$ cat config.mk
export PLATFORM = sky130hd
export DESIGN_NAME = lsu_issue
export DESIGN_NICKNAME = d
export VERILOG_FILES = /design/src/source/lsu_reg_pkg.sv /design/src/source/lsu_op_pkg.sv /design/src/source/lsu_issue.sv
export VERILOG_INCLUDE_DIRS = /design/src /design/src/source
export SDC_FILE = /design/constraint.sdc
export NUM_CORES = 1
export LEC_CHECK = 0
export ABC_CLOCK_PERIOD_IN_PS = 25500
export BUFFER_PORTS_ARGS = -buffer_cell sky130_fd_sc_hd__buf_4
export CELL_PAD_IN_SITES_DETAIL_PLACEMENT = 1
export CELL_PAD_IN_SITES_GLOBAL_PLACEMENT = 2
export CORE_ASPECT_RATIO = 0.9
export CORE_UTILIZATION = 31
export DETAILED_ROUTE_END_ITERATION = 10
export PLACE_DENSITY = 0.95
export RECOVER_POWER = 100
export SLEW_MARGIN = 25
export SYNTH_ARGS = -nofsm -noshare
export SYNTH_HDL_FRONTEND = slang
export SYNTH_SLANG_ARGS = --single-unit
$ cat constraint.sdc
create_clock -name CLK -period 25.5 [get_ports CLK]
set_clock_uncertainty 0.15 [all_clocks]
set_input_delay 2.55 -clock CLK [delete_from_list [all_inputs] [get_ports CLK]]
set_output_delay 2.55 -clock CLK [all_outputs]
set_load 0.02 [all_outputs]
$ cat src/source/lsu_consts.svh
`ifndef LSU_CONSTS_SVH
`define LSU_CONSTS_SVH

// ~~~~~~~~~~~~~~~~~~~~~~~~~~~~~~~~~~~~~~~~~~~~~~~~~~~~~~~~~~~~~~~~~~~~~~~~~~~~
// load/store slice sizing.
// ~~~~~~~~~~~~~~~~~~~~~~~~~~~~~~~~~~~~~~~~~~~~~~~~~~~~~~~~~~~~~~~~~~~~~~~~~~~~

// integer register and data path width.
`define LSU_XLEN 64

// rank bits appended below the architectural register number.
`define LSU_RB 1

// entries in the issue queue, a power of two.
`define LSU_FIFO_DP 4

// doubleword address bits of the data memory.
`define LSU_MEM_AW 6

`endif

$ cat src/source/lsu_reg_pkg.sv
`include "lsu_consts.svh"

package lsu_reg_pkg;

	// one integer data word.
	typedef logic [`LSU_XLEN-1:0] xdata_t;

	// physical register index, rank in the low bits.
	typedef logic [5+`LSU_RB-1:0] preg_t;

	// one ready bit per physical register.
	typedef logic [2**$bits(preg_t)-1:0] ready_vec_t;

	// register write-back.
	typedef struct packed {
		logic   valid;
		preg_t  rd;
		xdata_t data;
	} wb_t;

	// x0 of any rank reads as zero and is always ready.
	function automatic logic is_x0(preg_t r);
		return r[`LSU_RB +: 5] == 5'd0;
	endfunction

endpackage

$ cat src/source/lsu_op_pkg.sv
`include "lsu_consts.svh"

package lsu_op_pkg;

	// doubleword index into the data memory.
	typedef logic [`LSU_MEM_AW-1:0] mem_addr_t;

	// one enable per byte of a data word.
	typedef logic [$bits(lsu_reg_pkg::xdata_t)/8-1:0] byte_mask_t;

	// decoded operation, exactly one flag set.
	typedef struct packed {
		logic lb;
		logic lh;
		logic lw;
		logic ld;
		logic lbu;
		logic lhu;
		logic lwu;
		logic sb;
		logic sh;
		logic sw;
		logic sd;
		logic fence_i;
		logic fence;
	} lsu_op_t;

	typedef struct packed {
		lsu_op_t               op;
		lsu_reg_pkg::xdata_t   imm;
		lsu_reg_pkg::preg_t    rd0;
		lsu_reg_pkg::preg_t    rs1;
		lsu_reg_pkg::preg_t    rs2;
	} lsu_issue_info_t;

	// op1 is the effective address, op2 the store data.
	typedef struct packed {
		lsu_op_t               op;
		lsu_reg_pkg::preg_t    rd0;
		lsu_reg_pkg::xdata_t   op1;
		lsu_reg_pkg::xdata_t   op2;
	} lsu_exe_info_t;

	typedef struct packed {
		logic                  valid;
		mem_addr_t             addr;
		lsu_reg_pkg::xdata_t   data;
		byte_mask_t            mask;
	} mem_write_t;

	typedef enum logic {
		idle,
		load_read
	} lsu_exec_state_t;

	function automatic logic is_load(lsu_op_t op);
		return op.lb | op.lh | op.lw | op.ld | op.lbu | op.lhu | op.lwu;
	endfunction

	function automatic logic is_store(lsu_op_t op);
		return op.sb | op.sh | op.sw | op.sd;
	endfunction

	function automatic logic is_fence(lsu_op_t op);
		return op.fence_i | op.fence;
	endfunction

endpackage

$ cat src/source/lsu_issue.sv
module lsu_issue (
	input  logic                        CLK,
	input  logic                        reset,
	input  logic                        flush,
	input  lsu_op_pkg::lsu_issue_info_t head_info,
	input  logic                        fifo_empty,
	output logic                        fifo_pop,
	input  lsu_reg_pkg::ready_vec_t     ready_vec,
	input  lsu_reg_pkg::xdata_t         rs1_data,
	input  lsu_reg_pkg::xdata_t         rs2_data,
	input  logic                        issue_ready,
	output logic                        issue_valid,
	output lsu_op_pkg::lsu_exe_info_t   issue_info
);

	lsu_op_pkg::lsu_op_t op;
	logic                is_load;
	logic                is_store;
	logic                is_fence;
	logic                rs1_ready;
	logic                rs2_ready;
	logic                clear_raw;
	logic                valid_set;
	logic                valid_rst;
	lsu_reg_pkg::xdata_t op1;
	lsu_reg_pkg::xdata_t op2;

	assign op       = head_info.op;
	assign is_load  = lsu_op_pkg::is_load(op);
	assign is_store = lsu_op_pkg::is_store(op);
	assign is_fence = lsu_op_pkg::is_fence(op);

	// ~~~~~~~~~~~~~~~~~~~~~~~~~~~~~~~~~~~~~~~~~~~~~~~~~~~~~~~~~~~~~~~~~~~~~~~~
	// operand readiness.
	// ~~~~~~~~~~~~~~~~~~~~~~~~~~~~~~~~~~~~~~~~~~~~~~~~~~~~~~~~~~~~~~~~~~~~~~~~

	assign rs1_ready = ready_vec[head_info.rs1] | lsu_reg_pkg::is_x0(head_info.rs1);
	assign rs2_ready = ready_vec[head_info.rs2] | lsu_reg_pkg::is_x0(head_info.rs2);

	// fences carry no operands and go straight through.
	assign clear_raw = !fifo_empty && (
		(is_load && rs1_ready) ||
		(is_store && rs1_ready && rs2_ready) ||
		is_fence
	);

	// effective address and store data.
	assign op1 = rs1_data + head_info.imm;
	assign op2 = rs2_data;

	// ~~~~~~~~~~~~~~~~~~~~~~~~~~~~~~~~~~~~~~~~~~~~~~~~~~~~~~~~~~~~~~~~~~~~~~~~
	// valid/ready issue register.
	// ~~~~~~~~~~~~~~~~~~~~~~~~~~~~~~~~~~~~~~~~~~~~~~~~~~~~~~~~~~~~~~~~~~~~~~~~

	// set and reset are exclusive, set needs valid low and no flush.
	assign valid_set = !flush && clear_raw && !issue_valid;
	assign valid_rst = flush || (issue_ready && issue_valid);
	assign fifo_pop  = valid_set;

	always_ff @(posedge CLK) begin
		if (reset) begin
			issue_valid <= 1'b0;
		end else if (valid_set) begin
			issue_valid <= 1'b1;
		end else if (valid_rst) begin
			issue_valid <= 1'b0;
		end
	end

	// info only loads on set, so it holds for the whole handshake.
	always_ff @(posedge CLK) begin
		if (valid_set) begin
			issue_info <= '{op: op, rd0: head_info.rd0, op1: op1, op2: op2};
		end
	end

endmodule

After elaboration in Yosys (flattened, before gate mapping)
Index checks and enable logic that the tools add are counted.

Add/sub/neg operators: 1. $mul: 0. Div/mod/pow operators: 0. Magnitude comparators: 2. Equal/unequal tests: 0. Shifts and indexed selects: 0. Mux-type cells: 6. Bitwise logic cells: 12. Reduce and logical (&&, ||, !) cells: 16.

Operator list (number): adder 64 bit (1); less-than comparator 6 x 7 -> 1 bit (second input constant) (2); binary-select mux 1 bit (select 6 bit) (2); OR 1 bit (12); logical NOT 5 bit (2); logical AND 1 bit (7); 2-to-1 mux 1 bit (4); logical NOT 1 bit (3); logical OR 1 bit (3); nonzero test 2 bit (1).

Register bits: 148. Bits in latches: 0. Bits in writable memories: 0. Memory bits (read-only): 0. Input port bits: 292. Output and inout port bits: 149. Logic and storage cells: 54. Memories: 0.

Logic depth before layout (Yosys ltp)
Word-level depth: 13. Gate-level depth with buffers: 11.

Worst setup path after synthesis
No wires, ideal clock.

Path kind: input -> output. Start point: input head_info[6] (netlist bit). End point: output fifo_pop. Arrival time: 11.063 ns. Required time: 22.800 ns. Setup slack: 11.737 ns. Cell stages on the path: 9. Buffers on the path: 2. Cell sequence: buf_4 buf_6 mux4_2 mux2i_1 mux4_2 mux2i_1 nor3_1 a2111oi_1 nor2b_1.

Word-level cells in the longest chain between the ends: 10.

Ends and longest elaborated chain: start: declaration (line lsu_issue.sv:5) `input lsu_op_pkg::lsu_issue_info_t head_info,`; binary-select mux 1 bit (select 6 bit) (*) (line lsu_issue.sv:37) `assign rs1_ready = ready_vec[head_info.rs1] | lsu_reg_pkg::is_x0(head_info.rs1);`; 2-to-1 mux 1 bit (implied by the code) (*) (line lsu_issue.sv:37); OR 1 bit (*) (line lsu_issue.sv:37); logical AND 1 bit (2 in a row) (line lsu_issue.sv:43) `(is_store && rs1_ready && rs2_ready) ||`; logical OR 1 bit (*) (line lsu_issue.sv:42) `(is_load && rs1_ready) ||`; logical OR 1 bit (*) (line lsu_issue.sv:43); logical AND 1 bit (*) (line lsu_issue.sv:41) `assign clear_raw = !fifo_empty && (`; logical AND 1 bit (*) (2 in a row) (line lsu_issue.sv:56) `assign valid_set = !flush && clear_raw && !issue_valid;`; end: declaration (line lsu_issue.sv:7) `output logic fifo_pop,`.

Every way passes the cells marked *; elsewhere a longest branch is shown, timed or not. The select of a mux whose other input is x is not followed.

Final worst setup path
Start point: input head_info[0] (netlist bit). End point: output fifo_pop.

Word-level cells in the longest chain between the ends: 9.

Ends and longest elaborated chain: binary-select mux 1 bit (select 6 bit) (line lsu_issue.sv:38) `assign rs2_ready = ready_vec[head_info.rs2] | lsu_reg_pkg::is_x0(head_info.rs2);`; 2-to-1 mux 1 bit (implied by the code) (line lsu_issue.sv:38); OR 1 bit (line lsu_issue.sv:38); logical AND 1 bit (line lsu_issue.sv:43); logical OR 1 bit (line lsu_issue.sv:42); logical OR 1 bit (line lsu_issue.sv:43); logical AND 1 bit (line lsu_issue.sv:41); logical AND 1 bit (2 in a row) (line lsu_issue.sv:56).

Every way passes these cells. The select of a mux whose other input is x is not followed.

==> metrics <==
status=finished with violations; failing checks=capacitance limit, slew limit; post-CTS resize count=0; R2R Setup Slk=19.58 ns; largest cells by area after synthesis=edfxtp_1, mux4_2, ha_1; top post-synthesis cells by count=edfxtp_1, a21oi_1, ha_1, nand2_1, nor2_1; max_slew headroom=-146%; Static Leak=5.15 nW; GRT Residual Overflow=0; Max Clk Rate=100 MHz; Hold EP=issue_valid$_SDFFE_PP0P_; synth warn=0; drt drc=0; Clock transition at path regs=0.06 ns; post-synthesis cell count=786; Crit path required time=~23 ns; CTS tree=yes; Max stage delay cell, worst path=nor2b_1; Slew Limit Fails=153; top-count cell post-synth=edfxtp_1; final core utilization=44.3%; Setup CP Type=input pin to output pin; initial antenna violation count=2; Final Hold Vio Count=0; via count=8460; Worst-Margin Slew=roughly 3.7 ns; GPL Wtd Cong=0.839; Worst VDD drop=0.0000430 V; DRT iter0 DRCs=361; mean post-synth cell area=11.8 µm²; max-cap violations=3; Sinks on Clock Net=148; post-synthesis sequential area ratio=47.8%; Placed Area=13000 µm²; Setup Fix Bufs, Post-CTS=0; crit path launch type=input pin; Buffers on Ports=438; post-DP HPWL=28300 µm; DRT antenna net count=0; post-route clock period utilization=39.0%; GRT Resource Usage Total=22.2%; core area=29200 µm²; worst hold-check path type=flop to flop; HP Start=issue_valid$_SDFFE_PP0P_; Post-synth top flop=edfxtp_1; design area=12900 µm²; clk_lat worst skew=0.42 ns; H-tree depth=4; Power per Cell Area=58.2 nW/µm²; Yosys reg bits=approximately 150; Area Overhead vs Synth=39.2%; fin crit period=9.95 ns; RSZ-0062 raised after global routing=false; EDFF count, synth=147; Critical Path, Cell by Cell=clkbuf_1 -> mux4_2 -> nor2b_1 -> a211oi_1 -> a21oi_1 -> mux4_2 -> o41ai_1 -> a2111oi_0 -> nor2b_1 -> clkbuf_1; largest net degree at the start of global routing=67; hold path depth=2; first-pass GRT wire length=51200 µm; nature of the critical path endpoint=output pin; Hold-fix buffers, CTS=0; Max FO, Critical Path=23; Async SR Flop Fraction=0%; post-route setup TNS=0 ns; share of cells above drive strength 1=28.0%; # setup viols final=0; wire per inst=approximately 21 µm; crit path DAT=7.25 ns; root buf cell=clkbuf_16; fin nets=1577; post-synth top area share=47.6%; Cell Area, Synth=~9000 µm²; FF-to-FF Start=issue_valid$_SDFFE_PP0P_; syn_nets=1142; R2R depth=3; Routed WL=34200 µm; count of cell types in the netlist=58; FP Rows=59; worst reg2reg endpoint=issue_info[84]$_DFFE_PP_; DRT Pass-1 Iters=5; vias in the first global route=8855; DIE AREA=30600 µm²; number of buffers created by CTS=17; Yosys top cell by area=edfxtp_1; Die W=184 µm; Die Ht=166 µm; Tot Pwr=0.752 mW; Ports=441; drt via density=5.18; CTS Buffer Depth=2; Starting Density=31.8%; CP max stage delay=1.77 ns
-- through the flow --
step | hold WS [ns] | setup slack (ns) | instances
final | 0.393 | 15.55 | 1632
after global routing | 0.425 | 14.80 | 1632
after CTS | 0.401 | 17.26 | 1630
after detailed placement | 0.392 | 17.26 | 1598
after global placement | 0.373 | 17.34 | 1598
after floorplan | 0.445 | 11.74 | 786
-- sequential cells by signal, summed over array words and instances, names as in the netlist --
register,count
issue_valid,1
issue_info,147
-- how the worst max path moves through the flow --
| stage | startpoint | endpoint | slack (ns) | cells past startpoint |
|---|---|---|---|---|
| 2_1_floorplan | head_info[6] | fifo_pop | 11.74 | 9 |
| 3_3_place_gp | head_info[6] | fifo_pop | 17.34 | 9 |
| 3_5_place_dp | head_info[6] | fifo_pop | 17.26 | 9 |
| 4_1_cts | head_info[6] | fifo_pop | 17.26 | 9 |
| 5_1_grt | head_info[0] | issue_info[30]$_DFFE_PP_ | 14.80 | 10 |
| 6_report | head_info[0] | fifo_pop | 15.55 | 10 |
-- cell families (layout without fill, tap and decap cells) --
kind of cell,Yosys count,in the layout,share of synthesized area [%]
AO/OA/AOI/OAI,237,237,16.5
XOR/XNOR,58,58,5.48
adder cells (fa/ha/maj),64,64,8.72
buffers and inverters,43,491,2.06
flip-flops,148,148,47.8
multiplexers,49,49,10.1
other,0,2,0
AND/OR/NAND/NOR,187,187,9.24
-- final cells by class --
class	instances	area [µm²]
Antenna cell	2	5.00
Tap cell	396	495
Fill cell	3329	16300
Sequential cell	148	4430
Clock buffer	17	425
Inverter	19	71.3
Timing Repair Buffer	440	2700
Multi-Input combinational cell	595	4620
Clock inverter	15	160
-- power by group --
group | switching [mW] | internal (mW) | total [mW]
logic | 0.115 | 0.0852 | 0.200
clock network | 0.123 | 0.131 | 0.254
registers | 0.00472 | 0.293 | 0.297
total | 0.243 | 0.509 | 0.752
-- per-layer routing --
metal	GRT usage [%]	share of wire [%]	vias to the layer above
met4	8.51	3.0	0
met2	38.5	50	302
li1	-	-	3953
met1	26.8	41	4154
met5	0	0	-
met3	4.41	5.9	51
-- worst max-delay path: cells and delay by family --
| kind | cells | cell delay, ns |
|---|---|---|
| mux | 2 | 0.72 |
| buf+inv | 2 | 1.28 |
| simple gates | 2 | 1.91 |
| compound gates | 4 | 0.77 |
-- cells in the final DEF, fill, tap and decap left out, types with 13 or more instances in the layout --
master     netlist  routed
buf_4            1     202
clkbuf_1        17     162
edfxtp_1       147     147
a21oi_1         80      82
clkbuf_4         0      76
ha_1            63      63
nand2_1         58      58
nor2_1          56      56
o21ai_0         38      42
mux4_2          36      36
xnor2_1         36      36
a21o_1          24      24
xor2_1          22      22
inv_1           19      19
clkbuf_16        0      17
nor3_1          14      14
mux2i_1         13      13
nand3_1         13      13
Note: power is estimated with default switching activity, not from simulation.
