<file path="src/source/lsu_consts.svh">
`ifndef LSU_CONSTS_SVH
`define LSU_CONSTS_SVH

// ~~~~~~~~~~~~~~~~~~~~~~~~~~~~~~~~~~~~~~~~~~~~~~~~~~~~~~~~~~~~~~~~~~~~~~~~~~~~
// load/store slice sizing.
// ~~~~~~~~~~~~~~~~~~~~~~~~~~~~~~~~~~~~~~~~~~~~~~~~~~~~~~~~~~~~~~~~~~~~~~~~~~~~

// integer register and data path width.
`define LSU_XLEN 64

// rank bits appended below the architectural register number.
`define LSU_RB 1

// entries in the issue queue, a power of two.
`define LSU_FIFO_DP 4

// doubleword address bits of the data memory.
`define LSU_MEM_AW 6

`endif

</file>
<file path="src/source/lsu_reg_pkg.sv">
`include "lsu_consts.svh"

package lsu_reg_pkg;

	// one integer data word.
	typedef logic [`LSU_XLEN-1:0] xdata_t;

	// physical register index, rank in the low bits.
	typedef logic [5+`LSU_RB-1:0] preg_t;

	// one ready bit per physical register.
	typedef logic [2**$bits(preg_t)-1:0] ready_vec_t;

	// register write-back.
	typedef struct packed {
		logic   valid;
		preg_t  rd;
		xdata_t data;
	} wb_t;

	// x0 of any rank reads as zero and is always ready.
	function automatic logic is_x0(preg_t r);
		return r[`LSU_RB +: 5] == 5'd0;
	endfunction

endpackage

</file>
<file path="src/source/lsu_op_pkg.sv">
`include "lsu_consts.svh"

package lsu_op_pkg;

	// doubleword index into the data memory.
	typedef logic [`LSU_MEM_AW-1:0] mem_addr_t;

	// one enable per byte of a data word.
	typedef logic [$bits(lsu_reg_pkg::xdata_t)/8-1:0] byte_mask_t;

	// decoded operation, exactly one flag set.
	typedef struct packed {
		logic lb;
		logic lh;
		logic lw;
		logic ld;
		logic lbu;
		logic lhu;
		logic lwu;
		logic sb;
		logic sh;
		logic sw;
		logic sd;
		logic fence_i;
		logic fence;
	} lsu_op_t;

	typedef struct packed {
		lsu_op_t               op;
		lsu_reg_pkg::xdata_t   imm;
		lsu_reg_pkg::preg_t    rd0;
		lsu_reg_pkg::preg_t    rs1;
		lsu_reg_pkg::preg_t    rs2;
	} lsu_issue_info_t;

	// op1 is the effective address, op2 the store data.
	typedef struct packed {
		lsu_op_t               op;
		lsu_reg_pkg::preg_t    rd0;
		lsu_reg_pkg::xdata_t   op1;
		lsu_reg_pkg::xdata_t   op2;
	} lsu_exe_info_t;

	typedef struct packed {
		logic                  valid;
		mem_addr_t             addr;
		lsu_reg_pkg::xdata_t   data;
		byte_mask_t            mask;
	} mem_write_t;

	typedef enum logic {
		idle,
		load_read
	} lsu_exec_state_t;

	function automatic logic is_load(lsu_op_t op);
		return op.lb | op.lh | op.lw | op.ld | op.lbu | op.lhu | op.lwu;
	endfunction

	function automatic logic is_store(lsu_op_t op);
		return op.sb | op.sh | op.sw | op.sd;
	endfunction

	function automatic logic is_fence(lsu_op_t op);
		return op.fence_i | op.fence;
	endfunction

endpackage

</file>
<file path="src/source/lsu_issue_fifo.sv">
`include "lsu_consts.svh"

module lsu_issue_fifo (
	input  logic                        CLK,
	input  logic                        reset,
	input  logic                        push,
	input  lsu_op_pkg::lsu_issue_info_t push_info,
	input  logic                        pop,
	input  logic                        flush,
	output lsu_op_pkg::lsu_issue_info_t head_info,
	output logic                        empty,
	output logic                        full
);

	localparam int DP = `LSU_FIFO_DP;
	localparam int AW = $clog2(DP);
	localparam logic [AW:0] DEPTH = (AW+1)'(DP);

	lsu_op_pkg::lsu_issue_info_t buffer [DP];
	logic [AW-1:0] rd_ptr;
	logic [AW-1:0] wr_ptr;
	logic [AW:0]   count;

	assign empty     = (count == '0);
	assign full      = (count == DEPTH);
	assign head_info = buffer[rd_ptr];

	// pointers wrap naturally since the depth is a power of two.
	always_ff @(posedge CLK) begin
		if (reset || flush) begin
			rd_ptr <= '0;
			wr_ptr <= '0;
			count  <= '0;
		end else begin
			if (push) begin
				wr_ptr <= wr_ptr + 1'b1;
			end
			if (pop) begin
				rd_ptr <= rd_ptr + 1'b1;
			end
			case ({push, pop})
				2'b10:   count <= count + 1'b1;
				2'b01:   count <= count - 1'b1;
				default: count <= count;
			endcase
		end
	end

	always_ff @(posedge CLK) begin
		if (push) begin
			buffer[wr_ptr] <= push_info;
		end
	end

endmodule

</file>
<file path="config.mk">
export PLATFORM = sky130hd
export DESIGN_NAME = lsu_issue_fifo
export DESIGN_NICKNAME = d
export VERILOG_FILES = /design/src/source/lsu_reg_pkg.sv /design/src/source/lsu_op_pkg.sv /design/src/source/lsu_issue_fifo.sv
export VERILOG_INCLUDE_DIRS = /design/src /design/src/source
export SDC_FILE = /design/constraint.sdc
export NUM_CORES = 1
export LEC_CHECK = 0
export BUFFER_PORTS_ARGS = -buffer_cell sky130_fd_sc_hd__buf_2
export CAP_MARGIN = 0
export CORE_MARGIN = 1
export CORE_UTILIZATION = 45
export DETAILED_ROUTE_END_ITERATION = 10
export PLACE_DENSITY_LB_ADDON = 0.2
export SLEW_MARGIN = 25
export SYNTH_ARGS = -nofsm -noshare
export SYNTH_HDL_FRONTEND = slang
export SYNTH_SLANG_ARGS = --single-unit
</file>
<file path="constraint.sdc">
create_clock -name CLK -period 3.85 [get_ports CLK]
set_input_delay 0.5775 -clock CLK [delete_from_list [all_inputs] [get_ports CLK]]
set_output_delay 0.5775 -clock CLK [all_outputs]
set_load 0.005 [all_outputs]
</file>
## Word level (Yosys, flattened, before mapping)

Memory sizes are Yosys's and may differ from the RTL's. A register that Yosys moved wholly into a read port is not among the register bits.
Cells that the tools add are included.

- Bits in registers: 7
- Bits in writable memories: 380
- Input bits: 100
- Output and inout port bits: 97
- Logic and storage cells: 19
- Memories kept: 1

- Add/sub/neg operators: 4
- Eq/ne operators: 3
- Multiplexer cells: 5
- Reduce and logical (&&, ||, !) cells: 3

Memories:

| memory | words | width | read ports | clocked after memory_dff | write ports | line | source |
|---|---|---|---|---|---|---|---|
| buffer | 4 | 95 | 1 | 1 | 1 | lsu_issue_fifo.sv:19 | `lsu_op_pkg::lsu_issue_info_t buffer [DP];` |

Operators with widths:

| kind | number |
|---|---|
| 3-bit case mux with 2 select lines | 1 |
| 2-bit by 1-bit adder with 2-bit output (second input constant) | 2 |
| 2-bit 2-to-1 mux | 2 |
| 3-bit by 1-bit adder with 3-bit output (second input constant) | 1 |
| 3-bit equality test (second input constant) | 1 |
| 3-bit zero test | 1 |
| 3-bit by 1-bit subtractor with 3-bit output (second input constant) | 1 |
| 2-bit by 1-bit equality test with 1-bit output (second input constant) | 1 |
| 2-bit equality test (second input constant) | 1 |
| 1-bit 2-to-1 mux | 2 |
| 2-bit nonzero test | 1 |
| 1-bit logical OR | 1 |

## Logic depth before layout (Yosys ltp)

Gate-level depths: netlist of the first run.

- Depth in word-level cells: 3
- Depth in mapped cells: 7
- Gate-level depth less buffers: 7

## Worst setup path after synthesis of the first run

OpenSTA, ideal clock, no wires.

- Path type: in2reg
- Start: input push
- End: memory buffer[0][0] (netlist name), enable pin
- Library setup time: 0.464 ns
- Arrival time: 2.775 ns
- Data required time: 3.386 ns
- Setup slack: 0.611 ns
- Cell stages on the path: 1
- Buffers on the path: 0
- Path through: and2_1

- Word-level cells in the longest chain between the ends: 2

Ends and longest elaborated chain:

| what | line | source |
|---|---|---|
| start, declared | lsu_issue_fifo.sv:6 | `input logic push,` |
| 1-bit 2-to-1 mux | lsu_issue_fifo.sv:50 | `if (push) begin` |
| 1-bit 2-to-1 mux (implied by the code) | lsu_issue_fifo.sv:51 | `buffer[wr_ptr] <= push_info;` |
| end, declared | lsu_issue_fifo.sv:19 |  |

No other way between the ends.

==> flow_metrics.env, run 1 <==
export IMPL_track_usage_pct=16.4
export IMPL_p_seq_share_pct=53.2
export IMPL_critPathMaxStageDelay_ns=0.89
export IMPL_postLayoutCellArea_um2=16900
export IMPL_synthesis_area_um2=14200
export IMPL_drtPass1Iterations=8
export IMPL_hpwlAfterDp_mm=14.9
export IMPL_timing_worst_setup_path_type="reg2out"
export IMPL_power_density_nw_per_um2=532
export IMPL_dieHeight_um=180
export IMPL_tightest_slew_ns=0.818
export IMPL_multi_input_area_um2=2380
export IMPL_start_kind="flip-flop"
export IMPL_dieArea_um2=32300
export IMPL_synth_area_leaders="edfxtp_1, mux4_2, dfxtp_1"
export IMPL_avgSynthCellArea_um2=26.0
export IMPL_netlist_instances=545
export IMPL_synth_top_area_share_pct=80.4
export IMPL_grt_max_degree=95
export IMPL_post_dp_cell_area_um2=15600
export IMPL_drv_slew=0
export IMPL_antenna_found_initial=3
export IMPL_holdPathEnd="buffer[1][15]$_DFFE_PP_"
export IMPL_clock_sinks=389
export IMPL_max_slew_margin_pct=45.5
export IMPL_worstPathRequired_ns=3.27
export IMPL_slowest_stage="dfxtp_4"
export IMPL_vdd_drop_max_mv=0.436
export IMPL_cp_cell_sequence="buf_4 -> mux4_2 -> buf_2"
export IMPL_synth_seq_area_share_pct=81.7
export IMPL_fin_crit_sh_pct=75.1
export IMPL_route_detailed_drc=13
export IMPL_worst_path_max_fanout=51
export IMPL_arrival_ns=2.31
export IMPL_cts_setup_buffers=0
export IMPL_crit_family="flip-flops"
export IMPL_io_buffers=196
export IMPL_coreArea_um2=30800
export IMPL_ioPinCount=197
export IMPL_via_per_inst=5.34
export IMPL_setup_viol=0
export IMPL_p_sw_share_pct=19.8
export IMPL_grt_pass1_wl_mm=40.1
export IMPL_p_switching_w=0.00178
export IMPL_cts_path_max_buffers=3
export IMPL_p_int_w=0.00722
export IMPL_crit_path_end_kind="output pin"
export IMPL_grt_overflow=0
export IMPL_min_from="push_info[15]"
export IMPL_max_freq_ghz=0.346
export IMPL_place_congestion=0.715
export IMPL_post_route_min_period_ns=2.89
export IMPL_seq_area_um2=11600
export IMPL_status="finished, violations left"
export IMPL_yosys_warnings=0
export IMPL_rows=64
export IMPL_hold_buffers=0
export IMPL_path_buf_inv=2
export IMPL_p_clk_share_pct=41.6
export IMPL_h_tree_depth=2
export IMPL_fillers=2312
export IMPL_cts_tree="done"
export IMPL_regToRegSetupSlack_ns=1.85
export IMPL_p_leak_nw=5.65
export IMPL_num_vias=6396
export IMPL_reg2reg_to="buffer[1][50]$_DFFE_PP_"
export IMPL_whs_path_depth=1
export IMPL_finClkSkew_ns=0.0186
export IMPL_layout_drive_gt1_share_pct=45.6
export IMPL_root_buffer="clkbuf_16"
export IMPL_cts_buffers_inserted=42
export IMPL_worstReg2RegStart="wr_ptr[1]$_SDFFE_PP0P_"
export IMPL_hold_viol=0
export IMPL_path_clk_slew_ns=0.06
export IMPL_violations="design-rule violations"
export IMPL_yosysMostFrequentCell="edfxtp_1"
export IMPL_cap_violations=0
export IMPL_hold_path_class="in2reg"
export IMPL_rsz0062_at_grt="false"
export IMPL_synth_edf_count=380
export IMPL_die_x_um=180
export IMPL_ys_ff_latch=389
export IMPL_yosys_top_cells_count="edfxtp_1, mux4_2, buf_2, dfxtp_1, nor2_1"
export IMPL_synth_distinct_cells=22
export IMPL_routed_wl_mm=25.9
export IMPL_post_synth_top_area_cell="edfxtp_1"
export IMPL_syn_nets=651
export IMPL_area_delta_synth_final_pct=19.3
export IMPL_wl_per_cell_um=21.6
export IMPL_synth_ff_type="edfxtp_1"
export IMPL_r2r_cells=4
export IMPL_grt_pass1_vias=6944
export IMPL_initial_core_util_pct=46.0
export IMPL_dr_first_iter_drc_count=378
export IMPL_ctsResizeCount=0
export IMPL_clock_latency_ns=0.52
export IMPL_postRouteAntennaNets=0
export IMPL_pwr_share_comb_pct=5.1
export IMPL_synth_async_reset_ratio_pct=0
export IMPL_fin_nets=876
export IMPL_setup_tns_final_ns=0
kinds of logic (layout without fill, tap and decap cells):
family / Yosys count / after routing / synth area share [%]
DFF: 389 / 389 / 81.7
and+or+nand+nor: 17 / 17 / 0.582
other: 0 / 1 / 0
xor gates and xnor gates: 5 / 5 / 0.309
adders and majority gates: 6 / 6 / 0.582
muxes: 96 / 96 / 15.1
AOI/OAI and AO/OA: 3 / 3 / 0.106
buffers and inverters: 29 / 285 / 1.60
metal layers:
layer  part of all wire (%)  vias up  track usage, %  wire [um]
met5                   0.10        -               0         27
met3                    7.4       45            4.74       1910
met1                     42     3327            21.6      10900
met2                     49      236            27.0      12600
met4                    1.9        4            4.41        480
li1                       -     2784               -          -
worst max path at each step:
stage          depth (start not counted)       from                      to  slack [ns]
3_5_place_dp                           3  flip-flop            head_info[8]        1.44
5_1_grt                                3  flip-flop           head_info[89]        0.78
3_3_place_gp                           3  flip-flop           head_info[58]        1.45
2_1_floorplan                          1       push  buffer[0][0]$_DFFE_PP_        0.61
6_report                               3  flip-flop           head_info[72]        0.96
4_1_cts                                3  flip-flop           head_info[72]        0.87
worst register-to-register path: stages, from the launching register on:
cell and delay [ns]:
dfxtp_1 0.34, inv_1 0.10, ha_1 0.16, and2_4 0.64
buf_12 0.40
cells in the final DEF (no fill, tap or decap), drive strengths merged:
master / instances
fa: 1
or3: 1
bufinv: 2
and3: 1
and2: 4
clkinvlp: 3
ha: 5
or2: 1
nand2: 1
dfxtp: 9
buf: 204
edfxtp: 380
inv: 8
mux4: 95
xnor2: 2
nor2: 8
nor3: 1
a21oi: 2
xor2: 3
clkbuf: 52
diode: 1
o21ai: 1
mux2i: 1
clkinv: 16
flip-flops by register name, summed over array words and instances (netlist names), named ones only:
register / count
count: 3
rd_ptr: 2
buffer: 380
wr_ptr: 2
per-stage QoR:
stage | total power (W) | setup WS (ns) | hold slack, ns | std cells | utilization [%]
final | 0.00901 | 0.958 | 0.266 | 1198 | 54.9
after CTS | 0.00912 | 0.867 | 0.238 | 1197 | 54.9
after global placement | 0.00533 | 1.45 | 0.479 | 1122 | 50.7
after floorplan | 0.00512 | 0.611 | 0.467 | 545 | -
after detailed placement | 0.00536 | 1.44 | 0.492 | 1122 | 50.7
after global routing | 0.00931 | 0.783 | 0.247 | 1198 | 54.9
final cells by class:
type / count / area share, %
Tap cell: 396 / 2.93
Clock inverter: 23 / 1.01
Antenna cell: 1 / 0.0148
Multi-Input combinational cell: 127 / 14.1
Sequential cell: 389 / 68.5
Inverter: 6 / 0.133
Clock buffer: 52 / 6.73
Timing Repair Buffer: 204 / 6.59
power by group through the flow:
| stage | registers [W] | logic (W) | clock network (W) |
|---|---|---|---|
| after floorplan | 0.00488 | 0.000245 | 0 |
| after global placement | 0.00487 | 0.000458 | 0 |
| after detailed placement | 0.00488 | 0.000472 | 0 |
| after CTS | 0.00479 | 0.000475 | 0.00385 |
| after global routing | 0.00480 | 0.000507 | 0.00400 |
| final | 0.00479 | 0.000462 | 0.00375 |
Power figures use the tool's default switching activity.
==> run 2: changes to the inputs <==
--- a/config.mk
+++ b/config.mk
@@ -6,6 +6,7 @@
 export SDC_FILE = /design/constraint.sdc
 export NUM_CORES = 1
 export LEC_CHECK = 0
+export ABC_AREA = 1
 export BUFFER_PORTS_ARGS = -buffer_cell sky130_fd_sc_hd__buf_2
 export CAP_MARGIN = 0
 export CORE_MARGIN = 1
==> constraint.sdc (replaced) <==
create_clock -name CLK -period 2.7 [get_ports CLK]
set_input_delay 0.405 -clock CLK [delete_from_list [all_inputs] [get_ports CLK]]
set_output_delay 0.405 -clock CLK [all_outputs]
set_load 0.005 [all_outputs]
==> flow_metrics.env, run 2 <==
export IMPL_p_total_w=0.0131
export IMPL_clock_sinks=389
export IMPL_crit_family="buffers and inverters"
export IMPL_grt_max_degree=101
export IMPL_cts_setup_buffers=0
export IMPL_cts_tree="done"
export IMPL_finClkSkew_ns=0.00749
export IMPL_layout_commonest_cell="edfxtp_1"
export IMPL_hpwlAfterDp_mm=18.1
export IMPL_hold_path_class="in2reg"
export IMPL_postLayoutCellArea_um2=17300
export IMPL_met1_usage_pct=25.7
export IMPL_regMostFlops="buffer"
export IMPL_setup_tns_final_ns=0
export IMPL_synth_edf_count=380
export IMPL_rows=65
export IMPL_cts_path_max_buffers=3
export IMPL_setup_viol=0
export IMPL_fin_cells=1619
export IMPL_synth_area_leaders="edfxtp_1, o21ai_0, nor2_1"
export IMPL_yosysMostFrequentCell="edfxtp_1"
export IMPL_h_tree_depth=2
export IMPL_worstPathRequired_ns=2.30
export IMPL_root_buffer="clkbuf_16"
export IMPL_mostFrequentLayoutCells="edfxtp_1, buf_2, nor2_1"
export IMPL_synth_ff_type="edfxtp_1"
export IMPL_grt_overflow=0
export IMPL_timing_worst_setup_path_type="reg2out"
export IMPL_initial_core_util_pct=45.9
export IMPL_drv_slew=0
export IMPL_critPathMaxStageDelay_ns=0.45
export IMPL_p_leak_nw=6.03
export IMPL_fin_nets=1284
export IMPL_die_x_um=182
export IMPL_route_detailed_drc=0
export IMPL_post_synth_top_area_cell="edfxtp_1"
export IMPL_fin_crit_sh_pct=91.4
export IMPL_largest_register_ffs=380
export IMPL_vdd_drop_max_mv=0.630
export IMPL_grt_pass1_wl_mm=49.4
export IMPL_path_buf_inv=2
export IMPL_cts_buffers_inserted=42
export IMPL_met2_usage_pct=32.3
export IMPL_antenna_found_initial=8
export IMPL_path_clk_slew_ns=0.06
export IMPL_track_usage_pct=19.5
export IMPL_avgSynthCellArea_um2=14.8
export IMPL_synth_top_area_share_pct=78.6
export IMPL_place_congestion=0.730
export IMPL_max_slew_margin_pct=55.9
export IMPL_io_buffers=196
export IMPL_hold_viol=0
export IMPL_ys_ff_latch=389
export IMPL_slowest_stage="dfxtp_4"
export IMPL_grt_pass1_vias=8753
export IMPL_crit_path_end_kind="output pin"
export IMPL_cap_violations=0
export IMPL_dpl_cell_count=1536
export IMPL_yosys_warnings=0
export IMPL_ioPinCount=197
export IMPL_worst_path_max_fanout=39
export IMPL_area_delta_synth_final_pct=18.9
export IMPL_arrival_ns=2.06
export IMPL_ctsResizeCount=0
export IMPL_dieHeight_um=182
export IMPL_postRouteAntennaNets=0
export IMPL_wl_per_cell_um=19.7
export IMPL_max_freq_ghz=0.405
export IMPL_num_vias=8659
export IMPL_synth_distinct_cells=22
export IMPL_post_route_min_period_ns=2.47
export IMPL_dr_first_iter_drc_count=611
export IMPL_routed_wl_mm=31.9
export IMPL_via_per_inst=5.35
export IMPL_cp_cell_sequence="buf_4 -> o21ai_0 -> o22ai_1 -> buf_2"
export IMPL_grt_busiest_layer="met2"
export IMPL_rsz0062_at_grt="false"
export IMPL_met3_usage_pct=4.97
export IMPL_syn_nets=1084
export IMPL_synth_seq_area_share_pct=79.8
export IMPL_dieArea_um2=33000
export IMPL_hold_ws_ns=0.0873
export IMPL_synthesis_area_um2=14500
export IMPL_status="finished clean"
export IMPL_yosys_top_cells_count="edfxtp_1, nor2_1, o21ai_0, o22ai_1, buf_2"
export IMPL_tightest_slew_ns=0.658
export IMPL_top_regs="buffer: 380 flops, count: 3 flops"
export IMPL_netlist_instances=978
export IMPL_post_dp_cell_area_um2=15900
export IMPL_synth_async_reset_ratio_pct=0
export IMPL_power_density_nw_per_um2=756
export IMPL_coreArea_um2=31600
export IMPL_drtPass1Iterations=6
export IMPL_start_kind="flip-flop"
export IMPL_clock_latency_ns=0.53
export IMPL_layout_drive_gt1_share_pct=23.4
export IMPL_hold_buffers=0
-- run 2: changes by cell type in the layout (fill, tap and decap cells not counted), moves of 5 or more --
| cell | change |
|---|---|
| buf_4 | +10 |
| diode_2 | +5 |
| inv_1 | +6 |
| mux4_2 | -95 |
| nand2_1 | +10 |
| nor2_1 | +186 |
| o21ai_0 | +180 |
| o21ai_1 | +14 |
| o22ai_1 | +95 |
-- run 2: final cells by class --
cell class / instances / area, um^2
Fill cell: 2577 / 14400
Sequential cell: 389 / 11600
Multi-Input combinational cell: 510 / 2470
Timing Repair Buffer: 217 / 1250
Clock buffer: 53 / 1110
Tap cell: 402 / 503
Clock inverter: 24 / 221
Inverter: 18 / 87.6
Antenna cell: 6 / 15.0
-- run 2: routing by layer --
layer / vias to the layer above / wire length, um
li1: 4098 / -
met1: 4274 / 14100
met2: 235 / 15200
met3: 46 / 1940
met4: 6 / 558
met5: - / 37
-- run 2: where the power goes --
group | internal (W) | total, W | switching, W
Clock | 0.00322 | 0.00547 | 0.00225
Combinational | 0.000266 | 0.000732 | 0.000466
Sequential | 0.00681 | 0.00685 | 0.0000381
Total | 0.0103 | 0.0131 | 0.00275
-- run 2: logic make-up (layout without fill, tap and decap cells) --
kind of cell	after synthesis	count (layout)	share of synthesized area, %
other cells	0	6	0
simple gates	209	209	5.45
compound gates	295	295	11.0
fa+ha+maj	6	6	0.569
buf+inv	79	312	3.15
flops	389	389	79.8
-- run 2: path summary, 6_finish.rpt --
check                              start                 endpoint  slack (ns)  depth (start not counted)
hold / removal             push_info[21]  buffer[0][21]$_DFFE_PP_        0.09                          1
setup reg to reg  wr_ptr[1]$_SDFFE_PP0P_  buffer[1][82]$_DFFE_PP_        0.88                          5
setup / recovery               flip-flop            head_info[36]        0.23                          4
hold reg to reg   rd_ptr[1]$_SDFFE_PP0P_                flip-flop        0.48                          1
-- run 2: stage by stage --
step	setup slack, ns	util, %
2_1_floorplan	0.226	-
3_3_place_gp	0.733	50.3
3_5_place_dp	0.725	50.3
4_1_cts	0.164	54.5
5_1_grt	0.0783	54.5
6_report	0.232	54.6
